**src/logic/fifo_defs.svh**
```systemverilog
// fifo sizing macros: word width, RAM geometry and almost-flag thresholds
`ifndef FIFO_DEFS_SVH
`define FIFO_DEFS_SVH

// ------------------------------
// data path
// ------------------------------
`define FIFO_DATA_W 16

// ------------------------------
// RAM geometry, one word per entry
// ------------------------------
`define FIFO_ADDR_W 4
`define FIFO_DEPTH 16

// almost flags, compared against RAM occupancy
`define FIFO_AFULL_LVL 12
`define FIFO_AEMPTY_LVL 2

`endif

```
**src/logic/fifo_pkg.sv**
```systemverilog
// fifo package with the RAM fill-state encoding
`default_nettype none

package fifo_pkg;

   // ------------------------------
   // RAM fill state
   // ------------------------------
   // nothing stored, no RAM read allowed
   // at least one word, not full
   // every entry holds a word, writes blocked
   typedef enum logic [1:0] {
      ST_EMPTY   = 2'b00,
      ST_PARTIAL = 2'b01,
      ST_FULL    = 2'b10
   } fill_state_t;

endpackage

`default_nettype wire

```
**src/logic/fifo_rd_if.sv**
```systemverilog
// fifo read link carrying RAM read request, status and data to the prefetch stage
`default_nettype none
`include "fifo_defs.svh"

interface fifo_rd_if;

   // read request from the prefetch stage
   logic                    fifo_rd_en;
   // RAM status from the level controller
   logic                    fifo_empty;
   logic                    fifo_aempty;
   // RAM word, one clock after the sampled request
   logic [`FIFO_DATA_W-1:0] fifo_dout;

   // core side, status and data out
   modport core (
      input  fifo_rd_en,
      output fifo_empty, fifo_aempty, fifo_dout
   );

   // prefetch side, request out
   modport stage (
      output fifo_rd_en,
      input  fifo_empty, fifo_aempty, fifo_dout
   );

endinterface

`default_nettype wire

```
**src/logic/fifo_ptr_counter.sv**
```systemverilog
// fifo pointer counter: RAM write and read addresses plus occupancy count
`default_nettype none
`include "fifo_defs.svh"

module fifo_ptr_counter (
   input  logic                   pos_rclk,
   input  logic                   aresetn_rclk,
   input  logic                   wr_push,
   input  logic                   rd_pop,
   output logic [`FIFO_ADDR_W-1:0] wr_addr,
   output logic [`FIFO_ADDR_W-1:0] rd_addr,
   output logic [`FIFO_ADDR_W:0]   count
);

   // step a pointer, wrapping after the last entry
   function automatic logic [`FIFO_ADDR_W-1:0] ptr_step(
      input logic [`FIFO_ADDR_W-1:0] ptr
   );
      logic [`FIFO_ADDR_W-1:0] last;
      last = (`FIFO_ADDR_W)'(`FIFO_DEPTH - 1);
      if (ptr == last)
         return '0;
      return ptr + 1'b1;
   endfunction

   // ------------------------------
   // pointers
   // ------------------------------
   always_ff @(posedge pos_rclk or negedge aresetn_rclk) begin
      if (!aresetn_rclk) begin
         wr_addr <= '0;
         rd_addr <= '0;
      end else begin
         // write side moves on accepted pushes only
         if (wr_push)
            wr_addr <= ptr_step(wr_addr);
         // read side moves on each RAM pop
         if (rd_pop)
            rd_addr <= ptr_step(rd_addr);
      end
   end

   // ------------------------------
   // occupancy
   // ------------------------------
   always_ff @(posedge pos_rclk or negedge aresetn_rclk) begin
      if (!aresetn_rclk) begin
         count <= '0;
      end else begin
         case ({wr_push, rd_pop})
            2'b10:   count <= count + 1'b1;
            2'b01:   count <= count - 1'b1;
            // push and pop together, or idle
            default: count <= count;
         endcase
      end
   end

endmodule

`default_nettype wire

```
**src/logic/fifo_level_ctrl.sv**
```systemverilog
// fifo level controller: fill-state FSM and registered full, almost and empty flags
`default_nettype none
`include "fifo_defs.svh"

module fifo_level_ctrl
   import fifo_pkg::*;
(
   input  logic                 pos_rclk,
   input  logic                 aresetn_rclk,
   input  logic                 wr_en,
   input  logic [`FIFO_ADDR_W:0] count,
   fifo_rd_if.core              rd,
   output logic                 wr_push,
   output logic                 rd_pop,
   output logic                 full,
   output logic                 afull
);

   fill_state_t             state;
   fill_state_t             state_nxt;
   logic [`FIFO_ADDR_W:0]   next_count;

   // writes dropped while full
   assign wr_push = wr_en & ~full;
   // stage only requests while the RAM is not empty
   assign rd_pop  = rd.fifo_rd_en;

   // occupancy after the coming edge
   always_comb begin
      next_count = count;
      if (wr_push & ~rd_pop)
         next_count = count + 1'b1;
      else if (rd_pop & ~wr_push)
         next_count = count - 1'b1;
   end

   // ------------------------------
   // fill-state FSM, tracks next_count
   // ------------------------------
   always_comb begin
      state_nxt = state;
      case (state)
         ST_EMPTY:   if (next_count != '0) state_nxt = ST_PARTIAL;
         ST_PARTIAL: begin
            if (next_count == '0)
               state_nxt = ST_EMPTY;
            else if (next_count == (`FIFO_ADDR_W+1)'(`FIFO_DEPTH))
               state_nxt = ST_FULL;
         end
         ST_FULL:    if (next_count != (`FIFO_ADDR_W+1)'(`FIFO_DEPTH)) state_nxt = ST_PARTIAL;
         default:    state_nxt = ST_EMPTY;
      endcase
   end

   // flags set at once from the lookahead, clear one cycle after the count
   always_ff @(posedge pos_rclk or negedge aresetn_rclk) begin
      if (!aresetn_rclk) begin
         state          <= ST_EMPTY;
         full           <= 1'b0;
         afull          <= 1'b0;
         rd.fifo_empty  <= 1'b1;
         rd.fifo_aempty <= 1'b1;
      end else begin
         state          <= state_nxt;
         full           <= (state == ST_FULL) | (state_nxt == ST_FULL);
         rd.fifo_empty  <= (state == ST_EMPTY) | (state_nxt == ST_EMPTY);
         afull          <= (count >= (`FIFO_ADDR_W+1)'(`FIFO_AFULL_LVL)) |
                           (next_count >= (`FIFO_ADDR_W+1)'(`FIFO_AFULL_LVL));
         rd.fifo_aempty <= (count <= (`FIFO_ADDR_W+1)'(`FIFO_AEMPTY_LVL)) |
                           (next_count <= (`FIFO_ADDR_W+1)'(`FIFO_AEMPTY_LVL));
      end
   end

endmodule

`default_nettype wire

```
**src/logic/fifo_ram.sv**
```systemverilog
// fifo storage: dual-port RAM with synchronous write and registered read
`default_nettype none
`include "fifo_defs.svh"

module fifo_ram (
   input  logic                    pos_rclk,
   input  logic                    wr_push,
   input  logic [`FIFO_ADDR_W-1:0] wr_addr,
   input  logic [`FIFO_DATA_W-1:0] din,
   input  logic                    rd_pop,
   input  logic [`FIFO_ADDR_W-1:0] rd_addr,
   output logic [`FIFO_DATA_W-1:0] rd_data
);

   logic [`FIFO_DATA_W-1:0] mem [0:`FIFO_DEPTH-1];

   // ------------------------------
   // write port
   // ------------------------------
   always_ff @(posedge pos_rclk) begin
      if (wr_push)
         mem[wr_addr] <= din;
   end

   // ------------------------------
   // read port
   // ------------------------------
   // output holds between pops
   // prefetch stage relies on that while its slots are full
   always_ff @(posedge pos_rclk) begin
      if (rd_pop)
         rd_data <= mem[rd_addr];
   end

endmodule

`default_nettype wire

```
**src/logic/fifo_fwft_stage.sv**
```systemverilog
// fifo fwft stage: three-slot prefetch keeping the oldest word at the output
`default_nettype none
`include "fifo_defs.svh"

module fifo_fwft_stage (
   input  logic                    pos_rclk,
   input  logic                    aresetn_rclk,
   fifo_rd_if.stage                rd,
   input  logic                    rd_en,
   output logic [`FIFO_DATA_W-1:0] dout,
   output logic                    dvld,
   output logic                    aempty
);

   // slot flags
   // RAM word in flight on fifo_dout
   logic                    fifo_valid;
   // parked word in the middle register
   logic                    middle_valid;
   // word presented on dout
   logic                    dout_valid;
   logic [`FIFO_DATA_W-1:0] middle_dout;
   logic                    update_dout;
   logic                    update_middle;

   // ------------------------------
   // slot steering
   // ------------------------------
   // load output when it is free or being consumed
   assign update_dout   = (fifo_valid | middle_valid) & (rd_en | ~dout_valid);
   // park the RAM word unless it goes straight out
   // middle full and moving out takes a fresh word behind it
   assign update_middle = fifo_valid & (middle_valid == update_dout);

   // pull from RAM unless all three slots hold a word
   assign rd.fifo_rd_en = ~rd.fifo_empty & ~(fifo_valid & middle_valid & dout_valid);

   // ------------------------------
   // payload registers
   // ------------------------------
   always_ff @(posedge pos_rclk) begin
      if (update_middle)
         middle_dout <= rd.fifo_dout;
      // middle word is older, so it goes first
      if (update_dout)
         dout <= middle_valid ? middle_dout : rd.fifo_dout;
   end

   // ------------------------------
   // slot flags
   // ------------------------------
   always_ff @(posedge pos_rclk or negedge aresetn_rclk) begin
      if (!aresetn_rclk) begin
         fifo_valid   <= 1'b0;
         middle_valid <= 1'b0;
         dout_valid   <= 1'b0;
      end else begin
         // new request keeps the in-flight slot busy
         if (rd.fifo_rd_en)
            fifo_valid <= 1'b1;
         else if (update_middle | update_dout)
            fifo_valid <= 1'b0;

         if (update_middle)
            middle_valid <= 1'b1;
         else if (update_dout)
            middle_valid <= 1'b0;

         // read with nothing behind empties the output
         if (update_dout)
            dout_valid <= 1'b1;
         else if (rd_en)
            dout_valid <= 1'b0;
      end
   end

   assign dvld   = dout_valid;
   // low RAM level or nothing presented
   assign aempty = rd.fifo_aempty | ~dout_valid;

endmodule

`default_nettype wire

```
**src/logic/fifo_top.sv**
```systemverilog
// fifo top: synchronous FWFT FIFO built from counter, level FSM, RAM and prefetch
`default_nettype none
`include "fifo_defs.svh"

module fifo_top (
   input  logic                    pos_rclk,
   input  logic                    aresetn_rclk,
   input  logic                    wr_en,
   input  logic [`FIFO_DATA_W-1:0] din,
   input  logic                    rd_en,
   output logic                    full,
   output logic                    afull,
   output logic [`FIFO_DATA_W-1:0] dout,
   output logic                    dvld,
   output logic                    empty,
   output logic                    aempty
);

   logic                    wr_push;
   logic                    rd_pop;
   logic [`FIFO_ADDR_W-1:0] wr_addr;
   logic [`FIFO_ADDR_W-1:0] rd_addr;
   logic [`FIFO_ADDR_W:0]   count;

   // core to prefetch link
   fifo_rd_if rd_if ();

   // ------------------------------
   // RAM side
   // ------------------------------
   fifo_ptr_counter u_ptr (
      .pos_rclk     (pos_rclk),
      .aresetn_rclk (aresetn_rclk),
      .wr_push      (wr_push),
      .rd_pop       (rd_pop),
      .wr_addr      (wr_addr),
      .rd_addr      (rd_addr),
      .count        (count)
   );

   fifo_level_ctrl u_ctrl (
      .pos_rclk     (pos_rclk),
      .aresetn_rclk (aresetn_rclk),
      .wr_en        (wr_en),
      .count        (count),
      .rd           (rd_if.core),
      .wr_push      (wr_push),
      .rd_pop       (rd_pop),
      .full         (full),
      .afull        (afull)
   );

   // RAM word lands on the link
   fifo_ram u_ram (
      .pos_rclk (pos_rclk),
      .wr_push  (wr_push),
      .wr_addr  (wr_addr),
      .din      (din),
      .rd_pop   (rd_pop),
      .rd_addr  (rd_addr),
      .rd_data  (rd_if.fifo_dout)
   );

   // ------------------------------
   // output side
   // ------------------------------
   fifo_fwft_stage u_fwft (
      .pos_rclk     (pos_rclk),
      .aresetn_rclk (aresetn_rclk),
      .rd           (rd_if.stage),
      .rd_en        (rd_en),
      .dout         (dout),
      .dvld         (dvld),
      .aempty       (aempty)
   );

   assign empty = ~dvld;

endmodule

`default_nettype wire

```
**config.mk**
```make
export PLATFORM = sky130hd
export DESIGN_NAME = fifo_top
export DESIGN_NICKNAME = d
export VERILOG_FILES = /design/src/logic/fifo_pkg.sv /design/src/logic/fifo_rd_if.sv /design/src/logic/fifo_ptr_counter.sv /design/src/logic/fifo_level_ctrl.sv /design/src/logic/fifo_ram.sv /design/src/logic/fifo_fwft_stage.sv /design/src/logic/fifo_top.sv
export VERILOG_INCLUDE_DIRS = /design/src /design/src/logic
export SDC_FILE = /design/constraint.sdc
export NUM_CORES = 1
export LEC_CHECK = 0
export ABC_AREA = 0
export BUFFER_PORTS_ARGS = -buffer_cell sky130_fd_sc_hd__clkbuf_2
export CORE_MARGIN = 2
export CORE_UTILIZATION = 55
export CTS_BUF_LIST = sky130_fd_sc_hd__clkbuf_4
export DETAILED_ROUTE_END_ITERATION = 12
export PLACE_DENSITY = 0.72
export SLEW_MARGIN = 10
export SYNTH_ARGS = -nofsm -noshare
export SYNTH_HDL_FRONTEND = slang
export SYNTH_SLANG_ARGS = --single-unit
```
**constraint.sdc**
```tcl
create_clock -name pos_rclk -period 7.9 [get_ports pos_rclk]
set_clock_uncertainty 0.1 [all_clocks]
set_input_delay 1.58 -clock pos_rclk [delete_from_list [all_inputs] [get_ports pos_rclk]]
set_output_delay 1.58 -clock pos_rclk [all_outputs]
set_load 0.005 [all_outputs]
```
==> out/qor.csv, run 1 <==
stage;metric;value;unit
outcome;status;finished, final reports clean;
setup_path;reg2reg_from;u_fwft.middle_valid;
global_routing;grt_pass1_vias;6560;
worst_hold_path;min_path_type;flop to flop;
finish;final_area;14300;um2
synth;yosysMostFrequentCell;edfxtp_1;
detailed_routing;first_iter_violations;466;
global_routing;antenna_found_initial;1;
synth;synth_top_area_share;71.3;%
synth;avgSynthCellArea;20.2;um2
global_routing;grt_max_degree;69;
power_and_ir_drop;power_leakage;4.86;nW
setup_path;arrival;3.86;ns
synth;yosys.area.top_type;edfxtp_1;
die;start_util;56.4;%
timing;hold_viol_final;0;
detailed_routing;ant_nets;0;
global_routing;grt_pass1_wl;35800;um
clock_tree;cts_resized;0;
placed_design;place_hpwl;13200;um
placed_design;gp_congestion;0.779;
timing;tightest_slew;0.954;ns
worst_hold_path;whs_endpoint;u_fwft.middle_dout[3];
timing;min_period_over_period;43.5;%
clock_tree;cts_root_buf;clkbuf_4;
setup_path;path_buf_inv;1;
setup_path;slowest_delay;0.68;ns
worst_hold_path;hold_path_depth;0;
synth;syn_inst;634;
synth;ys_seq_area_share;75.6;%
setup_path;cpMaxStageDelayCell;dfrtp_1;
setup_path;worstSetupPathType;flop to flop;
timing;timing.fmax;0.291;GHz
detailed_routing;drt-met1-wl;9700;um
synth;synth_area;12800;um2
setup_path;rr_worst_depth;8;
job;cap_viol_max_count;0;
finish;nFillCells;1573;
die;core-area;22700;um2
finish;area_growth_syn_to_layout;11.6;%
timing;period_minus_slack;3.44;ns
setup_path;r2r_slack;4.46;ns
timing;slew_violations;0;
placed_design;io_buffers;40;
setup_path;reg2reg_to;u_ctrl.state[0];
die;ioPinCount;41;
synth;ys_warn_count;0;
clock_tree;clk_latency;0.66;ns
clock_tree;ctsLongestPathBuffers;3;
global_routing;track_usage;19.7;%
timing;relSlewSlack;36.4;%
setup_path;path_cells;a31oi_2, buf_4, ha_1, or4b_4, or3b_4, a311oi_4, o21a_1, a21oi_1;
power_and_ir_drop;power.share.sequential;46.8;%
synth;ys_top_cells_by_count;edfxtp_1 (304), mux4_2 (64), a21oi_1 (27);
die;die_x;157;um
global_routing;grt_overflow;0;
synth;ys_types;44;
finish;final_layout_size_suffix_gt1_share;33.0;%
detailed_routing;vias;6221;
power_and_ir_drop;combPwrFrac;27.3;%
timing;tns;0;ns
timing;setup_viol;0;
synth;syn-num-nets;666;
clock_tree;cts_buffers;82;
detailed_routing;met2_length;11300;um
finish;num-nets-final;763;
worst_hold_path;worstHoldStart;u_ram.rd_data[3];
timing;rsz0062_at_grt;no;
setup_path;crit_family;simple AND/OR/NAND/NOR gates;
placed_design;post-place-cells;932;
power_and_ir_drop;clkPwrFrac;25.9;%
detailed_routing;vias_per_cell;5.80;
setup_path;crit_path_start_kind;flop;
detailed_routing;drc;0;
detailed_routing;wl_met3;1380;um
power_and_ir_drop;netSwitchingPower;0.00158;W
finish;layout.cells.non_filler;1072;
setup_path;startpoint;u_fwft.middle_valid;
power_and_ir_drop;internal_power;0.00369;W
clock_tree;postCtsSetupRepairBufs;0;
clock_tree;hold_buffers;0;
detailed_routing;wirelength;22800;um
die;rows;55;
synth;ys_ff_latch;326;
clock_tree;cts_sinks;326;
synth;synth-edff-count;304;
power_and_ir_drop;switching_share;30.0;%
synth;synth_area_leaders;edfxtp_1 (71%), mux4_2 (11%), dfrtp_1 (3.9%), mux2_2 (1.6%), mux2i_1 (1.4%);
setup_path;critPathMaxFanout;23;
detailed_routing;firstDrtPassIters;5;
clock_tree;cts_tree;built;
synth;ys.flop_type;edfxtp_1;
die;die_h;157;um
setup_path;critPathRequiredTime;8.32;ns
power_and_ir_drop;ir_worst_vdd;0.224;mV
detailed_routing;top_layer_used;met4;
synth;synthArstFlopShare;6.75;%
die;die-area;24500;um2
placed_design;placed_cell_area;13300;um2
power_and_ir_drop;p_per_area;369;nW/um2
clock_tree;clkSlewWorstSetupHoldPaths;0.06;ns
clock_tree;htreeDepth;3;
setup_path;worstSetupEndpointType;flop;
detailed_routing;wl_per_cell;21.3;um
worst reg2reg max path, cell delays in order, from the launching register on:
cell	delay (ns)
dfrtp_1	0.68
a31oi_2	0.27
buf_4	0.31
ha_1	0.42
or4b_4	0.53
or3b_4	0.43
a311oi_4	0.35
o21a_1	0.16
a21oi_1	0.05
layout make-up:
class | count | area (um2) | share of cell area, %
sequential | 326 | 9690 | 67.8
multi-input combinational | 267 | 2950 | 20.7
clock buffer | 115 | 863 | 6.05
tap | 285 | 357 | 2.50
timing repair buffer | 45 | 238 | 1.66
clock inverter | 24 | 145 | 1.02
inverter | 9 | 33.8 | 0.237
antenna | 1 | 2.50 | 0.0175
power by group through the flow:
stage                     combinational (W)  clock [W]  sequential (W)
after floorplan                     0.00113          0         0.00240
after global placement              0.00140          0         0.00249
after detailed placement            0.00145          0         0.00251
after CTS                           0.00146    0.00140         0.00247
after global routing                0.00158    0.00149         0.00251
final                               0.00144    0.00136         0.00247
registers in the layout, indices dropped and copies added (netlist names):
name,count
u_ctrl.state,2
u_ctrl.rd.fifo_empty,1
u_ptr.count,5
u_fwft.middle_valid,1
u_ctrl.full,1
u_fwft.dout,16
u_ram.rd_data,16
u_fwft.fifo_valid,1
u_ctrl.rd.fifo_aempty,1
u_ctrl.afull,1
u_fwft.dvld,1
u_fwft.middle_dout,16
u_ptr.rd_addr,4
u_ptr.wr_addr,4
u_ram.mem,256
layout by cell type (no fill, tap or decap), types with 17 or more instances in the layout:
cell type / count
mux4_2: 64
a211oi_1: 17
clkinv_1: 19
mux2i_1: 18
dfrtp_1: 17
clkbuf_2: 40
clkbuf_4: 115
edfxtp_1: 304
mux2_2: 18
nor2b_1: 18
and2_1: 17
a21oi_1: 27
worst max path at each step:
| stage | depth (start not counted) | endpoint |
|---|---|---|
| 2_1_floorplan | 8 | u_ctrl.state[0] |
| 3_3_place_gp | 8 | u_ctrl.state[0] |
| 3_5_place_dp | 8 | u_ctrl.state[0] |
| 4_1_cts | 8 | u_ctrl.state[0] |
| 5_1_grt | 8 | u_ctrl.rd.fifo_empty |
| 6_report | 8 | u_ctrl.state[0] |
logic make-up (layout without fill, tap and decap cells):
logic type | after synthesis | in the layout | synth area share, %
XOR/XNOR | 10 | 10 | 0.684
AO/OA/AOI/OAI | 64 | 64 | 3.16
AND/OR/NAND/NOR | 80 | 80 | 3.67
adder cells (fa/ha/maj) | 13 | 13 | 1.25
flip-flops | 326 | 326 | 75.6
buffers and inverters | 41 | 193 | 1.34
multiplexers | 100 | 100 | 14.3
other | 0 | 1 | 0
metal layers:
| layer | track usage [%] | up-vias |
|---|---|---|
| met1 | 26.4 | 3170 |
| met5 | 0 | - |
| met4 | 7.78 | 0 |
| met3 | 4.65 | 35 |
| li1 | - | 2816 |
| met2 | 31.7 | 200 |
stage by stage:
step	total power, W	hold slack, ns	utilization, %	setup slack (ns)
2_1_floorplan	0.00353	0.322	-	4.10
3_3_place_gp	0.00389	0.332	58.4	3.99
3_5_place_dp	0.00396	0.333	58.4	3.87
4_1_cts	0.00533	0.349	62.9	4.44
5_1_grt	0.00557	0.357	62.9	4.29
6_report	0.00527	0.346	62.9	4.46
Note: power is estimated with default switching activity, not from simulation.
==> run 2: changes to the inputs <==
Clock period 7.9 ns to 3.21 ns, I/O delays scaled along.
==> run 2 against run 1 <==
  * Critical path type unchanged
  * Global-route usage increased by 1.8 points
  * Hold slack got worse by 0.22 ns
  * Core utilization increased by 1.4 points
  * Critical endpoint unchanged
  * Cell count increased by 3.1%
  * Combinational power increased to 2.6 times the previous value
==> out/qor.csv, run 2 (synthesis gave the netlist of run 1 again) <==
stage;metric;value;unit;change
die;die_h;157;um;unchanged
worst_hold_path;min_path_type;input port to flop;;
detailed_routing;first_iter_violations;541;;+16%
placed_design;io_buffers;40;;unchanged
global_routing;grt_pass1_wl;38700;um;+7.9%
finish;final_common_cell;edfxtp_1;;
detailed_routing;wl_per_cell;22.2;um;+4.2%
power_and_ir_drop;switching_share;29.9;%;-0.14 points
detailed_routing;wirelength;24500;um;+7.4%
finish;num-nets-final;794;;+4.1%
setup_path;worstSetupEndpointType;flop;;
clock_tree;htreeDepth;3;;unchanged
setup_path;path_cells;a31oi_4, buf_4, inv_1, ha_1, nand2b_1, o32a_1, a311oi_4, o21a_1, a21oi_1;;
detailed_routing;firstDrtPassIters;7;;+2
setup_path;arrival;3.20;ns;-0.66 ns
power_and_ir_drop;power;0.0132;W;+150%
timing;slew_violations;0;;unchanged
timing;hold_viol_final;0;;unchanged
setup_path;path_buf_inv;2;;+1
power_and_ir_drop;ir_worst_vdd;0.479;mV;+110%
setup_path;reg2reg_to;u_ctrl.state[0];;
clock_tree;clk_latency;0.68;ns;+0.02 ns
clock_tree;ctsLongestPathBuffers;3;;unchanged
setup_path;critPathMaxFanout;22;;-4.3%
timing;min_period_over_period;86.8;%;+43 points
detailed_routing;vias_per_cell;5.90;;+1.7%
timing;rsz0062_at_grt;no;;
setup_path;critPathRequiredTime;3.63;ns;-4.69 ns
setup_path;crit_family;compound AO/OA/AOI/OAI gates;;
global_routing;antenna_found_initial;1;;unchanged
die;core-area;22700;um2;unchanged
die;rows;55;;unchanged
global_routing;track_usage;21.4;%;+1.8 points
clock_tree;cts_sinks;326;;unchanged
power_and_ir_drop;clkPwrFrac;25.9;%;about the same
job;cap_viol_max_count;0;;unchanged
power_and_ir_drop;p_per_area;907;nW/um2;+150%
finish;final_layout_size_suffix_gt1_share;35.3;%;+2.3 points
detailed_routing;drc;0;;unchanged
setup_path;reg2reg_from;u_fwft.fifo_valid;;
detailed_routing;vias;6524;;+4.9%
clock_tree;cts_root_buf;clkbuf_4;;
outcome;status;finished, final reports clean;;
clock_tree;clkSlewWorstSetupHoldPaths;0.05;ns;about the same
timing;tns;0;ns;unchanged
die;ioPinCount;41;;unchanged
setup_path;cpMaxStageDelayCell;dfrtp_1;;
timing;tightest_slew;1.12;ns;+0.164 ns
setup_path;r2r_slack;0.42;ns;-4.04 ns
detailed_routing;ant_nets;0;;unchanged
setup_path;slowest_delay;0.43;ns;-0.25 ns
finish;largest_reg_flops;256;;unchanged
finish;top_register;u_ram.mem;;
power_and_ir_drop;power_leakage;5.05;nW;+3.9%
setup_path;cp.depth;9;;+1
die;die_x;157;um;unchanged
timing;period_minus_slack;2.79;ns;-0.653 ns
placed_design;place_hpwl;14400;um;+9.4%
finish;final_cell_mix;edfxtp_1 (304), clkbuf_4 (115), mux4_2 (64), clkbuf_2 (40), buf_4 (32);;
die;die-area;24500;um2;unchanged
timing;relSlewSlack;25.5;%;-11 points
setup_path;endpoint;u_ctrl.state[0];;
finish;layout.cells.non_filler;1105;;+3.1%
setup_path;worstSetupPathType;flop to flop;;
power_and_ir_drop;internal_power;0.00928;W;+150%
clock_tree;cts_tree;built;;
placed_design;post-place-cells;962;;+3.2%
finish;area_growth_syn_to_layout;14.0;%;
power_and_ir_drop;combPwrFrac;27.9;%;+0.6 points
global_routing;grt_max_degree;69;;unchanged
setup_path;rr_worst_depth;9;;+1
global_routing;grt_pass1_vias;6912;;+5.4%
power_and_ir_drop;power.share.sequential;46.2;%;-0.6 points
timing;timing.fmax;0.359;GHz;+23%
clock_tree;cts_resized;0;;unchanged
timing;setup_viol;0;;unchanged
setup_path;startpoint;u_fwft.fifo_valid;;
clock_tree;cts_buffers;82;;unchanged
power_and_ir_drop;netSwitchingPower;0.00395;W;+150%
global_routing;grt_overflow;0;;unchanged
die;start_util;56.4;%;unchanged
placed_design;gp_congestion;0.806;;+3.5%
setup_path;crit_path_start_kind;flop;;
run 2: cell type report:
class	count	area (um2)
fillers	1552	8120
multi-input cells	267	2960
well taps	285	357
flip-flops and latches	326	9690
inverters	9	33.8
repair buffers	76	510
clock inverters	26	178
diodes	1	2.50
clock buffers	115	863
run 2: routing by layer:
| layer | wire length (um) | part of all wire [%] | GRT usage, % |
|---|---|---|---|
| met1 | 10400 | 42 | 29.3 |
| met2 | 12000 | 49 | 34.4 |
| met3 | 1700 | 6.9 | 4.93 |
| met4 | 434 | 1.8 | 7.82 |
| met5 | 0 | 0 | 0 |
run 2: worst min-delay path by stage:
stage | to | startpoint | depth (start not counted) | slack (ns)
after global placement | u_fwft.middle_dout[5] | u_ram.rd_data[5] | 0 | 0.34
after global routing | u_fwft.fifo_valid | rd_en | 2 | 0.13
after CTS | u_fwft.dvld | rd_en | 2 | 0.09
final | u_fwft.dvld | rd_en | 2 | 0.13
after detailed placement | u_fwft.middle_dout[4] | u_ram.rd_data[4] | 0 | 0.34
after floorplan | u_ctrl.afull | aresetn_rclk | 0 | 0.25
run 2: timing repair:
action / in CTS / in global routing
hold endpoints to repair: 20 / 0
setup endpoints to repair: 0 / 0
buffers inserted: 0 / 0
hold buffers: 1 / 0
run 2: per-stage QoR:
step                      hold WS, ns  setup WS [ns]  area (um2)  utilization (%)
after floorplan                 0.246          0.252       12800                -
after global placement          0.337          0.452       13500             59.6
after detailed placement        0.337          0.384       13500             59.6
after CTS                      0.0927          0.420       14600             64.2
after global routing            0.132          0.237       14600             64.3
final                           0.129          0.423       14600             64.3
run 2: power groups by stage:
| stage | sequential [W] | combinational [W] | clock (W) |
|---|---|---|---|
| 2_1_floorplan | 0.00592 | 0.00279 | 0 |
| 3_3_place_gp | 0.00616 | 0.00362 | 0 |
| 3_5_place_dp | 0.00621 | 0.00370 | 0 |
| 4_1_cts | 0.00612 | 0.00372 | 0.00352 |
| 5_1_grt | 0.00622 | 0.00403 | 0.00375 |
| 6_report | 0.00611 | 0.00370 | 0.00342 |
